===== src/common/pn_pkg.sv =====
/*
  shared types and codes for the serial polish-notation calculator
  only whole-expression modes are accepted (prefix 2, postfix 3)
  expressions hold at most TOK_DEPTH tokens, which also sizes the stack
*/
package pn_pkg;

    // ========================================
    // widths and depths
    // ========================================
    localparam int TOK_DEPTH = 12;              // tokens per expression, stack entries

    typedef logic [2:0]         tok_field_t;    // operand value or operator code
    typedef logic signed [31:0] result_t;       // stack entry and final result
    typedef logic [3:0]         tok_idx_t;      // holds 0..TOK_DEPTH
    typedef logic [1:0]         mode_t;
    typedef logic               prefix_t;       // 1 = top of stack is the left operand

    // ========================================
    // codes
    // ========================================
    localparam mode_t MODE_PREFIX  = 2'd2;
    localparam mode_t MODE_POSTFIX = 2'd3;

    // operator codes, anything above OP_ABS_SUM evaluates to zero
    localparam tok_field_t OP_ADD     = 3'd0;
    localparam tok_field_t OP_SUB     = 3'd1;
    localparam tok_field_t OP_MUL     = 3'd2;
    localparam tok_field_t OP_ABS_SUM = 3'd3;

    // ========================================
    // token stream
    // ========================================
    // one replayed token, buffer to evaluator
    typedef struct packed {
        tok_field_t value;
        logic       is_op;
        logic       first;  // stack restarts here
        logic       last;   // result follows one cycle later
    } token_t;

    // buffer sequencer
    typedef enum logic [1:0] {
        IDLE,
        RECEIVE,
        REPLAY,
        WAIT_RESULT
    } buf_state_t;

endpackage


===== src/pn_calc/pn_token_buffer.sv =====
/*
  token store and replay sequencer
  mode is sampled with the first token only; modes 0 and 1 are dropped
  replay of a rejected expression never starts, the FSM goes back to idle
  the first replayed token is issued in the cycle in_valid falls
*/
`timescale 1ns/10ps

module pn_token_buffer (
    input  logic               clk,
    input  logic               rst_n,
    input  logic               in_valid,
    input  pn_pkg::mode_t      mode,
    input  logic               operator,
    input  pn_pkg::tok_field_t in,
    input  logic               result_done,
    output logic               tok_valid,
    output pn_pkg::token_t     tok,
    output pn_pkg::prefix_t    prefix
);

    pn_pkg::buf_state_t state;
    pn_pkg::buf_state_t state_d;

    pn_pkg::tok_field_t store_val [pn_pkg::TOK_DEPTH];
    logic               store_op  [pn_pkg::TOK_DEPTH];

    pn_pkg::tok_idx_t   cnt;        // tokens captured
    pn_pkg::tok_idx_t   rd_idx;     // replay pointer
    pn_pkg::tok_idx_t   wr_ptr;
    pn_pkg::mode_t      mode_q;

    logic mode_ok;
    logic capture;
    logic at_last;

    assign mode_ok = (mode_q == pn_pkg::MODE_PREFIX) || (mode_q == pn_pkg::MODE_POSTFIX);
    assign prefix  = pn_pkg::prefix_t'(mode_q == pn_pkg::MODE_PREFIX);
    assign capture = in_valid && (state == pn_pkg::IDLE || state == pn_pkg::RECEIVE);
    assign wr_ptr  = (state == pn_pkg::IDLE) ? '0 : cnt;

    // prefix walks down to entry 0, postfix walks up to the newest entry
    assign at_last = prefix ? (rd_idx == '0)
                            : (rd_idx == pn_pkg::tok_idx_t'(cnt - 1'b1));

    // first replay cycle is RECEIVE with in_valid low
    assign tok_valid = (state == pn_pkg::REPLAY) ||
                       (state == pn_pkg::RECEIVE && !in_valid && mode_ok);

    // ========================================
    // sequencer
    // ========================================
    always_comb begin
        state_d = state;
        case (state)
            pn_pkg::IDLE: begin
                if (in_valid)
                    state_d = pn_pkg::RECEIVE;
            end
            pn_pkg::RECEIVE: begin
                if (!in_valid) begin
                    if (!mode_ok)
                        state_d = pn_pkg::IDLE;         // grouped modes unsupported
                    else if (at_last)
                        state_d = pn_pkg::WAIT_RESULT;  // single token expression
                    else
                        state_d = pn_pkg::REPLAY;
                end
            end
            pn_pkg::REPLAY: begin
                if (at_last)
                    state_d = pn_pkg::WAIT_RESULT;
            end
            pn_pkg::WAIT_RESULT: begin
                if (result_done)
                    state_d = pn_pkg::IDLE;
            end
            default: state_d = pn_pkg::IDLE;
        endcase
    end

    always_ff @(posedge clk or negedge rst_n) begin
        if (!rst_n) begin
            state <= pn_pkg::IDLE;
        end else begin
            state <= state_d;
        end
    end

    // ========================================
    // capture and pointers
    // ========================================
    always_ff @(posedge clk) begin
        if (capture && wr_ptr < pn_pkg::TOK_DEPTH) begin
            store_val[wr_ptr] <= in;
            store_op[wr_ptr]  <= operator;
        end
    end

    always_ff @(posedge clk or negedge rst_n) begin
        if (!rst_n) begin
            cnt    <= '0;
            rd_idx <= '0;
            mode_q <= '0;
        end else if (state == pn_pkg::IDLE && in_valid) begin
            mode_q <= mode;
            cnt    <= pn_pkg::tok_idx_t'(1);
            rd_idx <= '0;
        end else if (state == pn_pkg::RECEIVE && in_valid) begin
            if (cnt < pn_pkg::TOK_DEPTH) begin
                cnt <= cnt + 1'b1;
                // prefix replays from the newest token
                if (mode_q == pn_pkg::MODE_PREFIX)
                    rd_idx <= cnt;
            end
        end else if (tok_valid && !at_last) begin
            rd_idx <= prefix ? rd_idx - 1'b1 : rd_idx + 1'b1;
        end
    end

    // ========================================
    // token out
    // ========================================
    always_comb begin
        tok.value = store_val[rd_idx];
        tok.is_op = store_op[rd_idx];
        tok.first = (state == pn_pkg::RECEIVE);
        tok.last  = at_last;
    end

endmodule


===== src/pn_calc/pn_stack_eval.sv =====
/*
  operand stack evaluator, one token per cycle, no stall
  an operator with fewer than two entries is skipped
  codes 4..7 push zero; the result is the bottom entry, or zero if empty
  arithmetic wraps at 32 bits
*/
`timescale 1ns/10ps

module pn_stack_eval (
    input  logic            clk,
    input  logic            rst_n,
    input  logic            tok_valid,
    input  pn_pkg::token_t  tok,
    input  pn_pkg::prefix_t prefix,
    output logic            result_done,
    output logic            out_valid,
    output pn_pkg::result_t out
);

    pn_pkg::result_t  stack [pn_pkg::TOK_DEPTH];
    pn_pkg::tok_idx_t sp;               // number of valid entries

    pn_pkg::tok_idx_t base;             // entries seen by this token
    pn_pkg::tok_idx_t nxt_sp;
    logic             can_pop;
    logic             can_push;

    pn_pkg::result_t  top_e;
    pn_pkg::result_t  nxt_e;
    pn_pkg::result_t  lhs;
    pn_pkg::result_t  rhs;
    pn_pkg::result_t  sum;
    pn_pkg::result_t  op_res;
    pn_pkg::result_t  operand;
    pn_pkg::result_t  new_bottom;       // stack[0] after this token

    // ========================================
    // operand fetch and arithmetic
    // ========================================
    always_comb begin
        base     = tok.first ? '0 : sp;     // new expression starts empty
        can_pop  = tok.is_op && (base >= 2);
        can_push = !tok.is_op && (base < pn_pkg::TOK_DEPTH);
        operand  = pn_pkg::result_t'(tok.value);    // zero extended

        top_e = '0;
        nxt_e = '0;
        if (base >= 2) begin
            top_e = stack[base - 1'b1];
            nxt_e = stack[base - 2'd2];
        end

        // prefix: popped first is the left side
        lhs = prefix ? top_e : nxt_e;
        rhs = prefix ? nxt_e : top_e;
        sum = lhs + rhs;

        case (tok.value)
            pn_pkg::OP_ADD:     op_res = sum;
            pn_pkg::OP_SUB:     op_res = lhs - rhs;
            pn_pkg::OP_MUL:     op_res = lhs * rhs;
            pn_pkg::OP_ABS_SUM: op_res = (sum < 0) ? -sum : sum;
            default:            op_res = '0;
        endcase
    end

    // ========================================
    // next pointer and bottom entry
    // ========================================
    always_comb begin
        nxt_sp     = base;
        new_bottom = (base == '0) ? '0 : stack[0];
        if (can_push) begin
            nxt_sp = base + 1'b1;
            if (base == '0)
                new_bottom = operand;
        end else if (can_pop) begin
            nxt_sp = base - 1'b1;
            if (base == pn_pkg::tok_idx_t'(2))
                new_bottom = op_res;    // the pair was the whole stack
        end
    end

    always_ff @(posedge clk) begin
        if (tok_valid) begin
            if (can_push)
                stack[base] <= operand;
            else if (can_pop)
                stack[base - 2'd2] <= op_res;   // two out, one in
        end
    end

    // ========================================
    // pointer and result register
    // ========================================
    always_ff @(posedge clk or negedge rst_n) begin
        if (!rst_n) begin
            sp        <= '0;
            out_valid <= 1'b0;
            out       <= '0;
        end else begin
            if (tok_valid)
                sp <= nxt_sp;
            out_valid <= tok_valid && tok.last;
            out       <= (tok_valid && tok.last) ? new_bottom : '0;  // zero when idle
        end
    end

    assign result_done = out_valid;   // same cycle as the result

endmodule


===== src/hdl/pn_top.sv =====
/*
  polish-notation calculator top level
  valid-only protocol, no back-pressure: do not drive in_valid while busy
  a result appears N+1 cycles after the last of N input tokens
*/
`timescale 1ns/10ps

module pn_top (
    input  logic               clk,
    input  logic               rst_n,
    input  logic               in_valid,
    input  pn_pkg::mode_t      mode,
    input  logic               operator,
    input  pn_pkg::tok_field_t in,
    output logic               out_valid,
    output pn_pkg::result_t    out
);

    logic            tok_valid;
    pn_pkg::token_t  tok;
    pn_pkg::prefix_t prefix;
    logic            result_done;   // releases the buffer back to idle

    // capture and reorder
    pn_token_buffer i_token_buffer (
        .clk         (clk),
        .rst_n       (rst_n),
        .in_valid    (in_valid),
        .mode        (mode),
        .operator    (operator),
        .in          (in),
        .result_done (result_done),
        .tok_valid   (tok_valid),
        .tok         (tok),
        .prefix      (prefix)
    );

    // one token per cycle on the operand stack
    pn_stack_eval i_stack_eval (
        .clk         (clk),
        .rst_n       (rst_n),
        .tok_valid   (tok_valid),
        .tok         (tok),
        .prefix      (prefix),
        .result_done (result_done),
        .out_valid   (out_valid),
        .out         (out)
    );

endmodule


===== config.mk =====
export PLATFORM = sky130hd
export DESIGN_NAME = pn_top
export DESIGN_NICKNAME = d
export VERILOG_FILES = /design/src/common/pn_pkg.sv /design/src/pn_calc/pn_token_buffer.sv /design/src/pn_calc/pn_stack_eval.sv /design/src/hdl/pn_top.sv
export SDC_FILE = /design/constraint.sdc
export NUM_CORES = 2
export LEC_CHECK = 0
export BUFFER_PORTS_ARGS = -buffer_cell sky130_fd_sc_hd__buf_2
export CAP_MARGIN = 20
export CORE_MARGIN = 2
export CORE_UTILIZATION = 45
export DETAILED_ROUTE_END_ITERATION = 8
export HOLD_SLACK_MARGIN = 0.03
export SETUP_SLACK_MARGIN = 0.5
export SLEW_MARGIN = 20
export SYNTH_ARGS = -nofsm -noshare
export SYNTH_HDL_FRONTEND = slang
export SYNTH_SLANG_ARGS = --single-unit

===== constraint.sdc =====
create_clock -name clk -period 12.2 [get_ports clk]
set_input_delay 1.22 -clock clk [delete_from_list [all_inputs] [get_ports clk]]
set_output_delay 1.22 -clock clk [all_outputs]
set_load 0.02 [all_outputs]

**Yosys cells after proc, flatten, opt, wreduce, memory -nomap -nowiden**

Memory sizes are Yosys's and may differ from the RTL's.
Index checks and enable logic that the tools add are counted.

- Memories: 3
- Bits in writable memories: 432
- Register bits: 49
- Output and inout bits: 33

- $lt $le $gt $ge: 5
- Add/subtract/negate cells: 10
- Multipliers: 1
- Multiplexer cells: 45
- Reductions and logical operators: 27
- Equality and inequality tests: 16

Memories:

| name | words | bits a word | rd ports | clocked after memory_dff | wr ports | line | text |
|---|---|---|---|---|---|---|---|
| i_stack_eval.stack | 12 | 32 | 3 | 0 | 1 | pn_stack_eval.sv:20 | `pn_pkg::result_t stack [pn_pkg::TOK_DEPTH];` |
| i_token_buffer.store_val | 12 | 3 | 1 | 0 | 1 | pn_token_buffer.sv:25 | `pn_pkg::tok_field_t store_val [pn_pkg::TOK_DEPTH];` |
| i_token_buffer.store_op | 12 | 1 | 1 | 0 | 1 | pn_token_buffer.sv:26 | `logic store_op [pn_pkg::TOK_DEPTH];` |

Operators by type and width:

| kind | number |
|---|---|
| $mux W32 | 12 |
| $pmux W32 S4 | 1 |
| $mux W4 | 14 |
| $add A32 B32 Y32 | 1 |
| $lt A32 B1 Y1 const B | 1 |
| $mul A32 B32 Y32 | 1 |
| $neg A32 Y32 | 1 |
| $reduce_or A32 Y1 | 1 |
| $sub A32 B32 Y32 | 1 |
| $add A4 B1 Y4 const B | 3 |
| $lt A4 B4 Y1 const B | 3 |
| $mux W1 | 12 |
| $sub A4 B1 Y4 const B | 3 |
| $logic_and A1 B1 Y1 | 10 |
| $mux W2 | 5 |
| $eq A2 B2 Y1 const B | 4 |
| $logic_not A4 Y1 | 2 |
| $pmux W2 S4 | 1 |
| $eq A3 B2 Y1 const B | 2 |
| $eq A4 B2 Y1 const B | 1 |
| $eq A4 B4 Y1 | 1 |
| $ge A4 B2 Y1 const B | 1 |
| $ne A2 B1 Y1 const B | 2 |
| $ne A2 B2 Y1 const B | 2 |
| 14 further kinds | 19 |

**Depth between registers and ports, before layout**

An unclocked memory read counts as a cell.

- Depth after elaboration: 14
- Depth in mapped cells: 47
- Gate-level depth less buffers: 39

**Modules after synthesis**

From an unflattened synthesis, not the netlist that was laid out.

- Cell total of the unflattened synthesis: 4555
- Area total of the unflattened synthesis: 44805.5 um^2

By module, submodules not included:

| module | sequential area each (um^2) | instances | cells each | area each (um^2) |
|---|---|---|---|---|
| pn_stack_eval | 12456.9 | 1 | 4358 | 41977.8 |
| pn_token_buffer | 1741.7 | 1 | 197 | 2827.7 |

**Worst setup path before layout**

No wires, ideal clock.

- Path type: reg2reg
- From: register i_stack_eval.sp[0]
- To: memory i_stack_eval.stack[0][31] (netlist bit), data pin
- Library setup time: 0.300 ns
- Path slack: 2.561 ns
- Period minus slack after synthesis: 9.639 ns
- Cell stages (with the launch flop): 43
- Arrival time: 9.338 ns
- Data required time: 11.900 ns
- Cell sequence: dfrtp_1 buf_6 buf_6 buf_4 buf_4 buf_2 buf_2 buf_2 buf_2 a2bb2oi_1 o22ai_1 nand2_1 o21ai_0 or2_2 a21oi_1 clkinv_1 clkbuf_1 nor2_1 [7 not listed] inv_1 fa_1 inv_1 fa_1 fa_1 ha_1 o21a_1 o21ai_0 inv_1 a21oi_1 o21ai_0 a21oi_1 o21ai_0 a31oi_1 xnor2_1 nor2_1 nor4_2 nor2_1

- Longest elaborated chain between the ends: 10
- Elaborated cells on any way between the ends: 25
- Those cells by class: add/sub (5); mul (1); order compare (3); mux (12); reduce/logical (3); memory (1)

Ends and longest elaborated chain:

| element | line | text |
|---|---|---|
| start, declared | pn_stack_eval.sv:21 | `pn_pkg::tok_idx_t sp;` |
| start signal, assigned | pn_stack_eval.sv:103 | `sp <= nxt_sp;` |
| $mux W4 * | pn_stack_eval.sv:41 | `base = tok.first ? '0 : sp;` |
| $sub A4 B2 Y4 / $sub A4 B1 Y4 (equally long branches) | pn_stack_eval.sv:50, pn_stack_eval.sv:49 |  |
| $mem_v2 Z12 W32 | -- |  |
| $mux W32 | pn_stack_eval.sv:48 | `if (base >= 2) begin` |
| $mux W32, on equally long branches | pn_stack_eval.sv:54, pn_stack_eval.sv:55 |  |
| $add A32 B32 Y32 | pn_stack_eval.sv:56 | `sum = lhs + rhs;` |
| $neg A32 Y32 / $lt A32 B1 Y1 (equally long branches) | pn_stack_eval.sv:62 | `pn_pkg::OP_ABS_SUM: op_res = (sum < 0) ? -sum : sum;` |
| $mux W32 | pn_stack_eval.sv:62 |  |
| $pmux W32 S4 | pn_stack_eval.sv:58 | `case (tok.value)` |
| $mux W32 (no line) * | -- |  |
| end, declared | pn_stack_eval.sv:20 |  |

Every way passes the cells marked *; elsewhere a longest branch is shown, timed or not.

**Final worst setup path**

- From: register i_stack_eval.sp[0]
- To: memory i_stack_eval.stack[6][31] (netlist bit), data pin

Same word-level chain as after synthesis.

==> results.sh <==
export IMPL_drive_gt1_share_pct=10.10
export IMPL_htreeDepth=2
export IMPL_root_buffer="clkbuf_16"
export IMPL_cp_end_kind="flip-flop"
export IMPL_clk_latency_ps=610
export IMPL_synth_warnings=0
export IMPL_synthArstFlopShare_pct=10.19
export IMPL_path_class="reg2reg"
export IMPL_grt_pass1_wl_um=244900
export IMPL_cts_buffers=48
export IMPL_yosys_area_top_type="edfxtp_1"
export IMPL_portBuffers=41
export IMPL_worst_ep_arrival_time_ps=11660
export IMPL_num_nets_final=5223
export IMPL_grt_max_degree=61
export IMPL_period_needed_ps=11410
export IMPL_clk_pin_slew_ps=60
export IMPL_synth_area_per_cell_um2=9.735
export IMPL_status="completed"
export IMPL_vias=36586
export IMPL_relSlewSlack_pct=17.62
export IMPL_tightest_slew_ps=1223
export IMPL_cpPeakStageDelay_ps=650
export IMPL_drc=0
export IMPL_tns_ps=0
export IMPL_finalClockSkew_ps=27.10
export IMPL_antenna_found_initial=6
export IMPL_coreArea_um2=96990
export IMPL_synth_compound_area_share_pct=13.63
export IMPL_r2r_setup_slack_ps=790
export IMPL_dp_hpwl_um=124900
export IMPL_critPathLaunchType="flip-flop"
export IMPL_overflow=0
export IMPL_avgViaCountPerCell=6.199
export IMPL_drt_pass1_iter_count=8
export IMPL_grt_pass1_vias=35425
export IMPL_drv_cap=0
export IMPL_cts_hold_fix_buffers=0
export IMPL_diodes=0
export IMPL_synth_nets=5177
export IMPL_slew_viol_final=0
export IMPL_synthCells=4540
export IMPL_synth_xor_area_share_pct=3.610
export IMPL_synth_area_top_cells="edfxtp_1 29%, fa_1 19%, ha_1 6.1%, nor2_1 5.1%, mux2i_1 4.7%"
export IMPL_ys_seq_elements=481
export IMPL_final_period_utilization_pct=93.51
export IMPL_finalHoldViolCount=0
export IMPL_synth_fa_ha_area_share_pct=24.76
export IMPL_synth_top_area_share_pct=29.35
export IMPL_ios=42
export IMPL_wl_per_cell_um=28.57
export IMPL_start_util_pct=45.57
export IMPL_synth_top_family_by_area="adder cells"
export IMPL_hp_class="reg2reg"
export IMPL_setup_viol=0
export IMPL_rows=114
export IMPL_ant_nets=0
export IMPL_synthMuxAreaShare_pct=5.716
export IMPL_worstPathMaxFanout=23
export IMPL_synth_area_um2=44190
export IMPL_drt_iter0_drc=4707
export IMPL_synth_edff_count=432
export IMPL_cts_sinks=481
export IMPL_die_w_um=317.4
export IMPL_gp_congestion=1.027
export IMPL_timing_fmax_ghz=0.08766
export IMPL_fill_cells=8953
export IMPL_cts_tree="done"
export IMPL_synth_simple_area_share_pct=12.42
export IMPL_wirelength_um=168600
export IMPL_dieArea_um2=100700
export IMPL_cts_max_path_buffers=3
export IMPL_synth_seq_area_share_pct=32.13
export IMPL_synthFlopType="edfxtp_1"
export IMPL_fp_dieH_um=317.4
export IMPL_synth_cell_type_count=96
export IMPL_area_growth_pct=9.416
export IMPL_worstPathRequired_ps=12450
export IMPL_crit_slowest_cell="dfrtp_4"
export IMPL_grt_setup_unrepaired="false"
export IMPL_track_usage_pct=33.58
sequential cells by signal, summed over array words and instances (netlist names), named ones only:
register / count
i_token_buffer.store_val: 36
i_stack_eval.out: 32
i_token_buffer.rd_idx: 4
i_token_buffer.state: 1
i_stack_eval.out_valid: 1
i_token_buffer.cnt: 4
i_stack_eval.stack: 384
i_token_buffer.store_op: 12
i_token_buffer.mode_q: 2
i_stack_eval.sp: 4
cells in the mapped netlist, types with 23 or more instances:
master	number
nor2b_1	41
edfxtp_1	432
buf_2	57
a21o_1	31
mux2i_1	206
o21ai_0	153
o21bai_1	30
o211ai_1	41
fa_1	411
a211oi_1	45
xnor2_1	124
a21oi_1	252
nor3_1	60
nor2_1	606
nand2_1	407
o22ai_1	68
buf_1	27
nand2b_1	23
a31oi_1	45
dfrtp_1	49
clkbuf_1	127
inv_1	537
o221ai_1	55
nand3_1	57
ha_1	217
buf_4	36
xor2_1	40
a2bb2oi_1	36
metrics by stage:
step / hold WS [ps] / cells / instance area [um^2] / setup WS, ps / utilization, %
after floorplan: 468.3 / 4540 / 44190 / 2561 / -
after global placement: 483.8 / 5806 / 46520 / 653.2 / 47.96
after detailed placement: 491.5 / 5806 / 46520 / 514.3 / 47.96
after CTS: 506.5 / 5896 / 48210 / 548.0 / 49.71
after global routing: 540.2 / 5902 / 48360 / 491.0 / 49.86
final: 504.4 / 5902 / 48360 / 792.3 / 49.86
routing by layer:
metal | track usage (%) | vias to the layer above | share of wire, % | wire length [um]
li1 | - | 15602 | - | -
met1 | 48.28 | 18294 | 41 | 69710
met2 | 48.19 | 2293 | 42 | 70050
met3 | 8.661 | 395 | 12 | 20600
met4 | 13.71 | 2 | 4.9 | 8270
met5 | 0 | - | 0.0071 | 12
repair_timing:
action / in CTS / in global routing
setup buffers: 0 / 6
resized for setup: 1 / 15
setup endpoints to repair: 18 / 90
kinds of logic after synthesis:
group                      after synthesis
AOI/OAI and AO/OA                      917
buffers and inverters                  816
DFF                                    481
adders and majority gates              628
muxes                                  234
xor gates and xnor gates               171
and+or+nand+nor                       1293
critical path, delay by kind of cell, from the launching register on:
kind	cells	cell delay (ps)
adders and majority gates	9	4150
xor gates and xnor gates	11	2380
buffers and inverters	3	850
AOI/OAI and AO/OA	3	1110
DFF	1	650
and+or+nand+nor	6	1870
path summary, 6_finish.rpt:
path / from / endpoint / depth (start not counted)
max in group asynchronous: rst_n / i_stack_eval.sp[1]$_DFFE_PN0N_ / 2
worst min-delay path: i_token_buffer.mode_q[0]$_DFFE_PN0P_ / i_token_buffer.mode_q[0]$_DFFE_PN0P_ / 1
min in group asynchronous: rst_n / i_stack_eval.out[20]$_DFF_PN0_ / 2
worst max-delay path: i_stack_eval.sp[0]$_DFFE_PN0N_ / i_stack_eval.stack[6][31]$_DFFE_PP_ / 32
worst min register to register: i_token_buffer.mode_q[0]$_DFFE_PN0P_ / i_token_buffer.mode_q[0]$_DFFE_PN0P_ / 1
worst max register to register: i_stack_eval.sp[0]$_DFFE_PN0N_ / i_stack_eval.stack[6][31]$_DFFE_PP_ / 32
cell type report:
cell class                 instances  area [um^2]  share of cell area, %
timing repair buffer             260         1951                  4.034
multi-input combinational       3243        26830                  55.48
sequential                       481        14210                  29.38
clock buffer                      56         1325                  2.740
inverter                         552         2079                  4.300
tap                             1276         1597                  3.302
clock inverter                    34        367.9                 0.7607
placed cells by master, fill, tap and decap left out, types with 124 or more instances in the layout:
| master | count |
|---|---|
| ha_1 | 217 |
| buf_4 | 211 |
| edfxtp_1 | 432 |
| fa_1 | 411 |
| inv_1 | 535 |
| nor2_1 | 595 |
| a21oi_1 | 247 |
| nand2_1 | 404 |
| mux2i_1 | 198 |
| o21ai_0 | 151 |
| xnor2_1 | 124 |
Power is left out: the tool's default activity adds up to more than one toggle a clock period on the data nets, which glitch-free logic cannot reach.
